==> config.mk <==
export PLATFORM = sky130hd
export DESIGN_NAME = amber_wb_master
export DESIGN_NICKNAME = d
export VERILOG_FILES = /design/src/logic/wb_master_pkg.sv /design/src/logic/wb_req_if.sv /design/src/logic/cache_req_arbiter.sv /design/src/logic/wb_bus_sequencer.sv /design/src/logic/amber_wb_master.sv
export SDC_FILE = /design/constraint.sdc
export NUM_CORES = 1
export LEC_CHECK = 0
export ABC_AREA = 1
export BUFFER_PORTS_ARGS = -buffer_cell sky130_fd_sc_hd__buf_2
export CAP_MARGIN = 10
export CORE_AREA = 2 2 110 112
export DETAILED_ROUTE_END_ITERATION = 8
export DIE_AREA = 0 0 112 114
export MAX_ROUTING_LAYER = met4
export PLACE_DENSITY = 0.67
export SLEW_MARGIN = 20
export SYNTH_ARGS = -nofsm -noshare
export SYNTH_HDL_FRONTEND = slang
export SYNTH_SLANG_ARGS = --single-unit
==> constraint.sdc <==
create_clock -name i_clk -period 1.8 [get_ports i_clk]
set_clock_uncertainty 0.15 [all_clocks]
set_input_delay 0.18 -clock i_clk [delete_from_list [all_inputs] [get_ports i_clk]]
set_output_delay 0.18 -clock i_clk [all_outputs]
set_load 0.005 [all_outputs]
==> src/logic/wb_master_pkg.sv <==
// bus widths, burst length, select constant, sequencer state enum and request source enum
package wb_master_pkg;

    // ========================================
    // bus geometry
    // ========================================

    // one wishbone word, also the width of cache read and write data
    parameter int WB_DATA_W = 32;

    // one select line per byte lane
    parameter int WB_SEL_W = WB_DATA_W / 8;

    // a cache line fill is four words, so address bits [3:2] wrap
    parameter int BURST_BEATS = 4;
    parameter int BEAT_W = $clog2(BURST_BEATS);

    // reads always fetch the whole word
    parameter logic [WB_SEL_W-1:0] FULL_SEL = '1;

    // ========================================
    // encodings
    // ========================================

    // posted writes never leave WB_IDLE
    // single reads go straight to WB_WAIT_ACK
    // line fills walk through the three burst states first
    typedef enum logic [2:0] {
        WB_IDLE     = 3'd0,
        WB_BURST1   = 3'd1,
        WB_BURST2   = 3'd2,
        WB_BURST3   = 3'd3,
        WB_WAIT_ACK = 3'd4
    } wb_state_e;

    // granted requester, which also selects the kind of access
    typedef enum logic [1:0] {
        SRC_NONE            = 2'd0,
        SRC_DCACHE_CACHED   = 2'd1,
        SRC_DCACHE_UNCACHED = 2'd2,
        SRC_ICACHE          = 2'd3
    } req_src_e;

endpackage

==> src/logic/wb_req_if.sv <==
// granted request from the arbiter to the bus sequencer, with progress signals back
interface wb_req_if #(
    parameter int ADDR_W = 32
);
    import wb_master_pkg::*;

    // request side, driven by the arbiter
    logic                 valid;
    req_src_e             src;
    logic                 write;
    logic                 qword;
    logic                 exclusive;
    logic [ADDR_W-1:0]    adr;
    logic [WB_SEL_W-1:0]  sel;
    logic [WB_DATA_W-1:0] wdata;

    // progress side, driven by the sequencer
    // start marks the edge at which a new access is launched
    logic                 start;
    logic                 rd_done;
    logic                 last_beat;
    logic                 idle;

    modport arb (
        output valid, src, write, qword, exclusive, adr, sel, wdata,
        input  start, rd_done, last_beat, idle
    );

    // the sequencer has no use for the source, only for the access shape
    modport seq (
        input  valid, write, qword, exclusive, adr, sel, wdata,
        output start, rd_done, last_beat, idle
    );

endinterface

==> src/logic/cache_req_arbiter.sv <==
// cache request arbiter with service flags, priority grant, address and select forming
module cache_req_arbiter #(
    parameter int ADDR_W = 32
) (
    input  logic                                i_clk,
    input  logic                                quick_n_reset,

    // instruction cache
    input  logic                                i_icache_req,
    input  logic                                i_icache_qword,
    input  logic [ADDR_W-1:0]                   i_icache_address,
    output logic                                o_icache_ready,

    // data cache
    input  logic                                i_exclusive,
    input  logic                                i_dcache_cached_req,
    input  logic                                i_dcache_uncached_req,
    input  logic                                i_dcache_qword,
    input  logic                                i_dcache_write,
    input  logic [wb_master_pkg::WB_DATA_W-1:0] i_dcache_write_data,
    input  logic [wb_master_pkg::WB_SEL_W-1:0]  i_dcache_byte_enable,
    input  logic [ADDR_W-1:0]                   i_dcache_address,
    output logic                                o_dcache_cached_ready,
    output logic                                o_dcache_uncached_ready,

    wb_req_if.arb                               req
);
    import wb_master_pkg::*;

    // one flag per read source, set while that source owns the bus
    logic       svc_dc_cached;
    logic       svc_dc_uncached;
    logic       svc_icache;

    logic       dc_cached_rd;
    logic       dc_uncached_rd;
    logic       dc_wr;
    logic       ic_rd;
    logic [1:0] be_low;
    logic       wr_ready;

    // ========================================
    // request qualification
    // ========================================

    // a read already in service stays masked so it cannot be granted a second time
    assign dc_cached_rd   = i_dcache_cached_req && !i_dcache_write && !svc_dc_cached;
    assign dc_uncached_rd = i_dcache_uncached_req && !i_dcache_write && !svc_dc_uncached;
    assign dc_wr          = (i_dcache_cached_req || i_dcache_uncached_req) && i_dcache_write;
    assign ic_rd          = i_icache_req && !svc_icache;

    // byte and halfword accesses put their lane number on the low address bits
    always_comb
    begin
        case (i_dcache_byte_enable)
            4'b0001: be_low = 2'd0;
            4'b0010: be_low = 2'd1;
            4'b0100: be_low = 2'd2;
            4'b1000: be_low = 2'd3;
            4'b0011: be_low = 2'd0;
            4'b1100: be_low = 2'd2;
            default: be_low = 2'd0;
        endcase
    end

    // ========================================
    // priority grant
    // ========================================

    // data reads first, then data writes, then the instruction cache
    // within the data cache the cached port is ahead of the uncached one
    always_comb
    begin
        req.src       = SRC_NONE;
        req.write     = 1'b0;
        req.qword     = 1'b0;
        req.exclusive = i_exclusive;
        req.adr       = {i_dcache_address[ADDR_W-1:2], be_low};
        req.sel       = FULL_SEL;
        if (dc_cached_rd)
        begin
            req.src   = SRC_DCACHE_CACHED;
            req.qword = i_dcache_qword;
        end
        else if (dc_uncached_rd)
        begin
            req.src   = SRC_DCACHE_UNCACHED;
            req.qword = i_dcache_qword;
        end
        else if (dc_wr)
        begin
            req.src   = i_dcache_cached_req ? SRC_DCACHE_CACHED : SRC_DCACHE_UNCACHED;
            req.write = 1'b1;
            req.sel   = i_dcache_byte_enable;
        end
        else if (ic_rd)
        begin
            // fetches are always whole aligned words and never lock the bus
            req.src       = SRC_ICACHE;
            req.qword     = i_icache_qword;
            req.exclusive = 1'b0;
            req.adr       = {i_icache_address[ADDR_W-1:2], 2'b00};
        end
    end

    assign req.valid = (req.src != SRC_NONE);
    assign req.wdata = i_dcache_write_data;

    // ========================================
    // ready routing
    // ========================================

    // a posted write is accepted the moment the sequencer takes it
    assign wr_ready = req.start && req.write;

    assign o_dcache_cached_ready   = (svc_dc_cached && req.rd_done) ||
                                     (wr_ready && (req.src == SRC_DCACHE_CACHED));
    assign o_dcache_uncached_ready = (svc_dc_uncached && req.rd_done) ||
                                     (wr_ready && (req.src == SRC_DCACHE_UNCACHED));
    assign o_icache_ready          = svc_icache && req.rd_done;

    // flags drop at the edge of the final ack and are set when a read launches
    // only a write ack can end one access at the edge another one starts
    always_ff @(posedge i_clk)
    begin
        if (!quick_n_reset)
        begin
            svc_dc_cached   <= 1'b0;
            svc_dc_uncached <= 1'b0;
            svc_icache      <= 1'b0;
        end
        else
        begin
            if (req.last_beat)
            begin
                svc_dc_cached   <= 1'b0;
                svc_dc_uncached <= 1'b0;
                svc_icache      <= 1'b0;
            end
            if (req.start && !req.write)
            begin
                svc_dc_cached   <= (req.src == SRC_DCACHE_CACHED);
                svc_dc_uncached <= (req.src == SRC_DCACHE_UNCACHED);
                svc_icache      <= (req.src == SRC_ICACHE);
            end
        end
    end

    // the bus serves one reader at a time
    assert property (@(posedge i_clk) disable iff (!quick_n_reset)
        $onehot0({svc_dc_cached, svc_dc_uncached, svc_icache}));

    // a ready pulse, whether from a read ack or a posted write, needs its request still up
    assert property (@(posedge i_clk) disable iff (!quick_n_reset)
        (!o_icache_ready || i_icache_req) &&
        (!o_dcache_cached_ready || i_dcache_cached_req) &&
        (!o_dcache_uncached_ready || i_dcache_uncached_req));

endmodule

==> src/logic/wb_bus_sequencer.sv <==
// wishbone cycle FSM with wrapping burst address, write ack tracking and bus lock
module wb_bus_sequencer #(
    parameter int ADDR_W = 32
) (
    input  logic                                i_clk,
    input  logic                                quick_n_reset,

    wb_req_if.seq                               req,

    // wishbone master side
    input  logic [wb_master_pkg::WB_DATA_W-1:0] i_wb_dat,
    input  logic                                i_wb_ack,
    output logic [ADDR_W-1:0]                   o_wb_adr,
    output logic [wb_master_pkg::WB_SEL_W-1:0]  o_wb_sel,
    output logic                                o_wb_we,
    output logic [wb_master_pkg::WB_DATA_W-1:0] o_wb_dat,
    output logic                                o_wb_cyc,
    output logic                                o_wb_stb,

    output logic [wb_master_pkg::WB_DATA_W-1:0] o_rd_data
);
    import wb_master_pkg::*;

    wb_state_e state;

    // exclusive flag of the access on the bus, keeps cyc up once that access ends
    logic      excl_r;
    logic      ack_beat;
    logic      in_burst;
    logic      wr_outstanding;

    // ========================================
    // progress signals
    // ========================================

    assign ack_beat = o_wb_stb && i_wb_ack;
    assign in_burst = (state == WB_BURST1) || (state == WB_BURST2) || (state == WB_BURST3);

    // posted writes keep the FSM in WB_IDLE, so stb with we in idle means a write ack is owed
    assign wr_outstanding = (state == WB_IDLE) && o_wb_stb && o_wb_we;

    // the ack of an outstanding write frees the bus in the same cycle
    assign req.idle      = (state == WB_IDLE) && !(wr_outstanding && !i_wb_ack);
    assign req.start     = req.valid && req.idle;
    assign req.rd_done   = ack_beat && !o_wb_we;
    assign req.last_beat = ack_beat && ((state == WB_WAIT_ACK) || wr_outstanding);

    // both caches sample the bus data during their ready pulse
    assign o_rd_data = i_wb_dat;

    // ========================================
    // control and state
    // ========================================

    always_ff @(posedge i_clk)
    begin
        if (!quick_n_reset)
        begin
            state    <= WB_IDLE;
            o_wb_stb <= 1'b0;
            o_wb_cyc <= 1'b0;
            o_wb_we  <= 1'b0;
            o_wb_sel <= '0;
            excl_r   <= 1'b0;
        end
        else if (req.start)
        begin
            // a start on a write ack leaves stb high for back to back cycles
            o_wb_stb <= 1'b1;
            o_wb_cyc <= 1'b1;
            o_wb_we  <= req.write;
            o_wb_sel <= req.sel;
            excl_r   <= req.exclusive;
            if (req.write)
                state <= WB_IDLE;
            else if (req.qword)
                state <= WB_BURST1;
            else
                state <= WB_WAIT_ACK;
        end
        else if (req.last_beat)
        begin
            // after a swap read cyc stays up so no other master slips in before the write
            o_wb_stb <= 1'b0;
            o_wb_cyc <= excl_r;
            o_wb_we  <= 1'b0;
            state    <= WB_IDLE;
        end
        else if (ack_beat)
        begin
            case (state)
                WB_BURST1: state <= WB_BURST2;
                WB_BURST2: state <= WB_BURST3;
                WB_BURST3: state <= WB_WAIT_ACK;
                default:   state <= state;
            endcase
        end
    end

    // ========================================
    // address and write data
    // ========================================

    // the line fill wraps inside its 16 byte line, the upper address never moves
    always_ff @(posedge i_clk)
    begin
        if (req.start)
        begin
            o_wb_adr <= req.adr;
            o_wb_dat <= req.wdata;
        end
        else if (ack_beat && in_burst)
        begin
            o_wb_adr[BEAT_W+1:2] <= o_wb_adr[BEAT_W+1:2] + BEAT_W'(1);
        end
    end

    // each burst beat advances on its ack
    assert property (@(posedge i_clk) disable iff (!quick_n_reset)
        (state == WB_BURST1) && i_wb_ack |=> (state == WB_BURST2));
    assert property (@(posedge i_clk) disable iff (!quick_n_reset)
        (state == WB_BURST2) && i_wb_ack |=> (state == WB_BURST3));
    assert property (@(posedge i_clk) disable iff (!quick_n_reset)
        (state == WB_BURST3) && i_wb_ack |=> (state == WB_WAIT_ACK));

    // the last read ack always returns to idle
    assert property (@(posedge i_clk) disable iff (!quick_n_reset)
        (state == WB_WAIT_ACK) && i_wb_ack |=> (state == WB_IDLE));

    // idle never jumps into the middle of a burst
    assert property (@(posedge i_clk) disable iff (!quick_n_reset)
        (state == WB_IDLE) |=> (state inside {WB_IDLE, WB_BURST1, WB_WAIT_ACK}));

endmodule

==> src/logic/amber_wb_master.sv <==
// top level of the wishbone master joining the request arbiter and the bus sequencer
module amber_wb_master #(
    parameter int ADDR_W = 32
) (
    input  logic                                i_clk,
    input  logic                                quick_n_reset,

    // instruction cache
    input  logic                                i_icache_req,
    input  logic                                i_icache_qword,
    input  logic [ADDR_W-1:0]                   i_icache_address,
    output logic [wb_master_pkg::WB_DATA_W-1:0] o_icache_read_data,
    output logic                                o_icache_ready,

    // data cache, i_exclusive is raised for the read half of a swap
    input  logic                                i_exclusive,
    input  logic                                i_dcache_cached_req,
    input  logic                                i_dcache_uncached_req,
    input  logic                                i_dcache_qword,
    input  logic                                i_dcache_write,
    input  logic [wb_master_pkg::WB_DATA_W-1:0] i_dcache_write_data,
    input  logic [wb_master_pkg::WB_SEL_W-1:0]  i_dcache_byte_enable,
    input  logic [ADDR_W-1:0]                   i_dcache_address,
    output logic [wb_master_pkg::WB_DATA_W-1:0] o_dcache_read_data,
    output logic                                o_dcache_cached_ready,
    output logic                                o_dcache_uncached_ready,

    // wishbone bus
    output logic [ADDR_W-1:0]                   o_wb_adr,
    output logic [wb_master_pkg::WB_SEL_W-1:0]  o_wb_sel,
    output logic                                o_wb_we,
    input  logic [wb_master_pkg::WB_DATA_W-1:0] i_wb_dat,
    output logic [wb_master_pkg::WB_DATA_W-1:0] o_wb_dat,
    output logic                                o_wb_cyc,
    output logic                                o_wb_stb,
    input  logic                                i_wb_ack
);
    import wb_master_pkg::*;

    logic [WB_DATA_W-1:0] rd_data;

    wb_req_if #(.ADDR_W(ADDR_W)) u_req_if ();

    cache_req_arbiter #(.ADDR_W(ADDR_W)) u_cache_req_arbiter (
        .i_clk                   (i_clk),
        .quick_n_reset           (quick_n_reset),
        .i_icache_req            (i_icache_req),
        .i_icache_qword          (i_icache_qword),
        .i_icache_address        (i_icache_address),
        .o_icache_ready          (o_icache_ready),
        .i_exclusive             (i_exclusive),
        .i_dcache_cached_req     (i_dcache_cached_req),
        .i_dcache_uncached_req   (i_dcache_uncached_req),
        .i_dcache_qword          (i_dcache_qword),
        .i_dcache_write          (i_dcache_write),
        .i_dcache_write_data     (i_dcache_write_data),
        .i_dcache_byte_enable    (i_dcache_byte_enable),
        .i_dcache_address        (i_dcache_address),
        .o_dcache_cached_ready   (o_dcache_cached_ready),
        .o_dcache_uncached_ready (o_dcache_uncached_ready),
        .req                     (u_req_if.arb)
    );

    wb_bus_sequencer #(.ADDR_W(ADDR_W)) u_wb_bus_sequencer (
        .i_clk         (i_clk),
        .quick_n_reset (quick_n_reset),
        .req           (u_req_if.seq),
        .i_wb_dat      (i_wb_dat),
        .i_wb_ack      (i_wb_ack),
        .o_wb_adr      (o_wb_adr),
        .o_wb_sel      (o_wb_sel),
        .o_wb_we       (o_wb_we),
        .o_wb_dat      (o_wb_dat),
        .o_wb_cyc      (o_wb_cyc),
        .o_wb_stb      (o_wb_stb),
        .o_rd_data     (rd_data)
    );

    // both caches see the same bus data and tell their beats apart by their ready
    assign o_icache_read_data = rd_data;
    assign o_dcache_read_data = rd_data;

endmodule

After elaboration in Yosys (flattened, before gate mapping)
Cells that the tools add are included.

cells by class
  equality and inequality tests = 11
  reductions and logical operators = 45
  add/subtract/negate cells = 1
  multiplexer cells = 40

operators by type and width
  kind                 count
  $mux 32              4
  $logic_and 1x1->1    22
  $mux 1               19
  $mux 3               5
  $mux 2               7
  $mux 4               3
  $pmux 3 s3           1
  $eq 4x4->1 const B   2
  $logic_not 1->1      8
  $reduce_bool 2->1    4
  $eq 3x2->1 const B   2
  $logic_or 1x1->1     6
  $pmux 2 s3           1
  $reduce_bool 5->1    1
  $eq 2x2->1 const B   2
  $eq 4x2->1 const B   1
  $eq 4x3->1 const B   1
  $eq 3x1->1 const B   1
  $eq 3x3->1 const B   1
  $logic_not 3->1      1
  $reduce_bool 3->1    1
  $add 2x1->2 const B  1
  $eq 2x1->1 const B   1
  $reduce_and 2->1     1
  $reduce_or 2->1      1

storage, ports and cells
  register bits = 78
  bits of input ports = 142
  output and inout port bits = 138
  word-level logic and storage cells = 109

Logic depth before layout (Yosys ltp)
  word-level depth = 11
  gate-level depth with buffers = 11
  mapped depth without buffers = 11

By module
From an unflattened synthesis, not the netlist that was laid out.

unflattened totals
  cell total of the unflattened synthesis = 402
  area total of the unflattened synthesis = 4028.9 um^2

by module, submodules not included
  module             cells an instance  times used  sequential area each (um^2)  area an instance (um^2)
  wb_bus_sequencer   177                1           2142.1                       2751.4
  cache_req_arbiter  193                1           60.1                         1037.2
  amber_wb_master    32                 1           0.0                          240.2

Worst setup path before layout
No wires, ideal clock.

  path kind = register -> register
  from = register u_wb_bus_sequencer.state[0]
  to = register u_wb_bus_sequencer.o_wb_sel[0] (netlist bit)
  data required time = 1.580 ns
  slack = 0.019 ns
  period minus slack after synthesis = 1.781 ns
  arrival time = 1.561 ns
  stages on the path, launching flop included = 8
  library setup time = 0.070 ns
  path buffers = 0
  path through = dfxtp_1 -> nor2_1 -> nand2_1 -> nor2_4 -> nand2_8 -> inv_4 -> o21ai_0 -> a21oi_1

on the way
  cells in the longest elaborated chain, start to end = 7

RTL lines
  item                                     line                                            source
  start: declaration                       wb_bus_sequencer.sv:24                          wb_state_e state;
  start signal: assignment                 wb_bus_sequencer.sv:95                          default: state <= state;
  $logic_not 3->1 *                        wb_bus_sequencer.sv:40, wb_bus_sequencer.sv:43
  $logic_and 1x1->1 (2 in series)          wb_bus_sequencer.sv:40                          assign wr_outstanding = (state == WB_IDLE) && o_wb_stb && o_wb_we;
  $logic_and 1x1->1                        wb_bus_sequencer.sv:43                          assign req.idle = (state == WB_IDLE) && !(wr_outstanding && !i_wb_ack);
  $logic_not 1->1                          wb_bus_sequencer.sv:43
  $logic_and 1x1->1 *                      wb_bus_sequencer.sv:43
  $logic_and 1x1->1 *                      wb_bus_sequencer.sv:44                          assign req.start = req.valid && req.idle;
  named net u_cache_req_arbiter.req.start  wb_req_if.sv:26                                 input start, rd_done, last_beat, idle
  end signal: assignment                   wb_bus_sequencer.sv:72                          o_wb_sel <= req.sel;
  end: declaration                         wb_bus_sequencer.sv:14                          output logic [wb_master_pkg::WB_SEL_W-1:0] o_wb_sel,

Mark *: on every way through the listed nets, which the timed path passes. The rest lies on a longest branch.
A chain may end at the register's enable or synchronous reset.

Final worst setup path
  from = register u_wb_bus_sequencer.state[2]
  to = output o_dcache_uncached_ready

on the way
  cells in the longest elaborated chain, start to end = 10

RTL lines
  item                             line                                            source
  $logic_not 3->1 *                wb_bus_sequencer.sv:40, wb_bus_sequencer.sv:43
  $logic_and 1x1->1 (2 in series)  wb_bus_sequencer.sv:40
  $logic_and 1x1->1                wb_bus_sequencer.sv:43
  $logic_not 1->1                  wb_bus_sequencer.sv:43
  $logic_and 1x1->1 *              wb_bus_sequencer.sv:43
  $logic_and 1x1->1 *              wb_bus_sequencer.sv:44
  $logic_and 1x1->1 *              cache_req_arbiter.sv:114                        assign wr_ready = req.start && req.write;
  $logic_and 1x1->1 *              cache_req_arbiter.sv:119                        (wr_ready && (req.src == SRC_DCACHE_UNCACHED));
  $logic_or 1x1->1 *               cache_req_arbiter.sv:118                        assign o_dcache_uncached_ready = (svc_dc_uncached && req.rd_done) ||
  end: declaration                 amber_wb_master.sv:26                           output logic o_dcache_uncached_ready,

Mark *: on every way between the ends. The rest lies on a longest branch, timed or not.

==> out/metrics.csv <==
metric,value,unit
status,completed,
met2 wire len,6910,um
FMAX,567,MHz
Yosys reg bits,78,
total gr overflow,0,
Slew HR,50.0,%
post-synth top area cell,edfxtp_1,
share of cells above drive strength 1,43.5,%
Critical Path RT,1.47,ns
CP Capture Type,primary output,
ranking of synthesized cells by area,"edfxtp_1 (53%), buf_4 (13%), nand2_1 (12%)",
ys flop type,edfxtp_1,
CTS tree,built,
IO Port Bufs,179,
HPWL after DPL,8350,um
die height,114,um
via count,3319,
count of final setup violators,0,
Routed wire per std cell,17.7,um
Final Hold Viols,0,
I/O pin cnt,280,
GP Congestion,0.834,
CTS Root Buffer Type,clkbuf_16,
TritonCTS Buffers,9,
Overall Power,7530,uW
drc violations,0,
initial antenna violation count,2,
Post-Syn Area per Cell,10.6,um^2
"EDFF count, synth",64,
Vias/cell,4.63,
Mapped Area,3610,um^2
first-pass GRT wire length,17900,um
sequential share of the synthesized area,60.9,%
synthesized net count,484,
clk_lat worst skew,0.33,ns
CTS max path bufs,2,
clock transition at the registers of the reported paths,0.06,ns
vias in the first global route,3420,
LEAKAGE,0.00256,uW
CP Max Fanout,4,
fillcell total,1009,
post-synth top area share,53.2,%
async set or reset register ratio after synthesis,0,%
Max VDD drop,0.829,mV
PwrDens,1350,nW/um^2
synthesized instance count,342,
Worst Tran Pin Value,0.746,ns
Clock Sinks,78,
final non-filler cell total,717,
largest net degree at the start of global routing,23,
dpl cells,607,
Starting Density,30.9,%
WL final,12700,um
Crit Path Category,reg -> out,
H-Tree Level Count,3,
max-slew violation count,0,
hold path start,i_icache_address[29],
routed wl met3,1200,um
synthesis warning total,0,
Max-Cap Viols,0,
Reg2Reg Launch Point,u_wb_bus_sequencer.state[2],
Final Cycle Share,98.0,%
GRT Total Usage,19.3,%
row count,40,
Routed met1 length,4040,um
Hold WC Path Type,in -> reg,
synth-to-layout area growth,53.9,%
core area,11700,um^2
count of different cell masters after synthesis,32,
post-layout min period,1.76,ns
die area,12800,um^2
first drt pass iteration count,5,
r2r setup slk,0.08,ns
Die W,112,um
Post-synth top cells,"nand2_1 (112), buf_4 (64), edfxtp_1 (64)",
RSZ-0062 raised after global routing,yes,
Max Used Layer,met4,
Setup crit start,u_wb_bus_sequencer.state[2],
top-count cell post-synth,nand2_1,
CP Launch Type,flop,
Post-DRT Antenna Nets,0,
Worst Path Arrival,1.43,ns
DR iter-0 viols,291,
# nets final,705,
[state kept, by name (all words and copies together) (netlist names), 3 cells and up]
name,flops
u_wb_bus_sequencer.o_wb_adr,32
u_wb_bus_sequencer.o_wb_dat,32
u_wb_bus_sequencer.o_wb_sel,4
u_wb_bus_sequencer.state,3
[through the flow]
stage                     util (%)  worst slack [ns]  instance area [um^2]  hold slack [ns]  TNS [ns]
after floorplan                  -            0.0192                  3610            0.129         0
after global placement        36.7             0.102                  4290            0.208         0
after detailed placement      36.7            0.0748                  4290            0.208         0
after CTS                     46.8           -0.0250                  5480         0.000602   -0.0250
after global routing          47.5           -0.0636                  5560           0.0228    -0.137
final                         47.5            0.0351                  5560           0.0186         0
[layer usage]
| layer | global-route usage (%) | vias to the layer above |
|---|---|---|
| li1 | - | 1516 |
| met1 | 16.5 | 1542 |
| met2 | 36.2 | 209 |
| met3 | 6.32 | 52 |
| met4 | 11.7 | 0 |
| met5 | - | - |
[layout make-up]
class	instances	area, um^2	share of cell area (%)
flip-flops and latches	78	2210	39.7
repair buffers	282	1930	34.7
well taps	147	184	3.31
inverters	15	63.8	1.15
diodes	2	5.00	0.0900
clock inverters	7	72.6	1.30
clock buffers	9	225	4.05
multi-input cells	177	872	15.7
[placed cells by master (no fill, tap or decap), types with 3 or more instances in the layout]
cell and instances:
a21oi_1 11, buf_12 4, buf_2 179, buf_4 15, clkbuf_16 9, dfxtp_1 9
dfxtp_2 5, dlygate4sd3_1 83, edfxtp_1 64, inv_1 8, inv_2 6, nand2_1 111
nand3_1 5, nor2_1 10, nor2_2 3, nor2_4 4, o21ai_0 7
[worst max-delay path, cell delays in order, from the launching register on]
cell and delay, ns:
dfxtp_1 0.34, inv_1 0.12, nand2_2 0.08, nor2_4 0.15
nand2_8 0.07, nor2_4 0.09, inv_2 0.05, o22ai_2 0.07
buf_2 0.14
[power by group]
| part | leakage, uW | total, uW | switching, uW | internal (uW) |
|---|---|---|---|---|
| logic | 0.00167 | 2620 | 1440 | 1180 |
| registers | 0.000748 | 3130 | 246 | 2890 |
| clock network | 0.000142 | 1780 | 707 | 1070 |
| total | 0.00256 | 7530 | 2390 | 5140 |
[path summary, 6_finish.rpt]
check,cells past startpoint,end
setup / recovery,8,o_dcache_uncached_ready
hold / removal,3,u_wb_bus_sequencer.o_wb_adr[29]
setup reg to reg,8,u_wb_bus_sequencer.o_wb_adr[3]
hold reg to reg,2,u_wb_bus_sequencer.o_wb_sel[3]
[cells by family after synthesis]
group	Yosys count	share of synthesized area [%]
buffers and inverters	87	16.4
AND/OR/NAND/NOR	147	17.5
XOR/XNOR	1	0.242
flip-flops	78	60.9
AO/OA/AOI/OAI	29	4.95
[repair_timing]
item	in CTS	in global routing
pin swaps	5	3
endpoints found under the setup margin	2	71
gates cloned	0	0
buffers inserted	5	4
hold endpoints to repair	59	0
hold buffers	83	0
gates resized for setup	7	17
No activity file was read; power rests on OpenSTA's default activity.
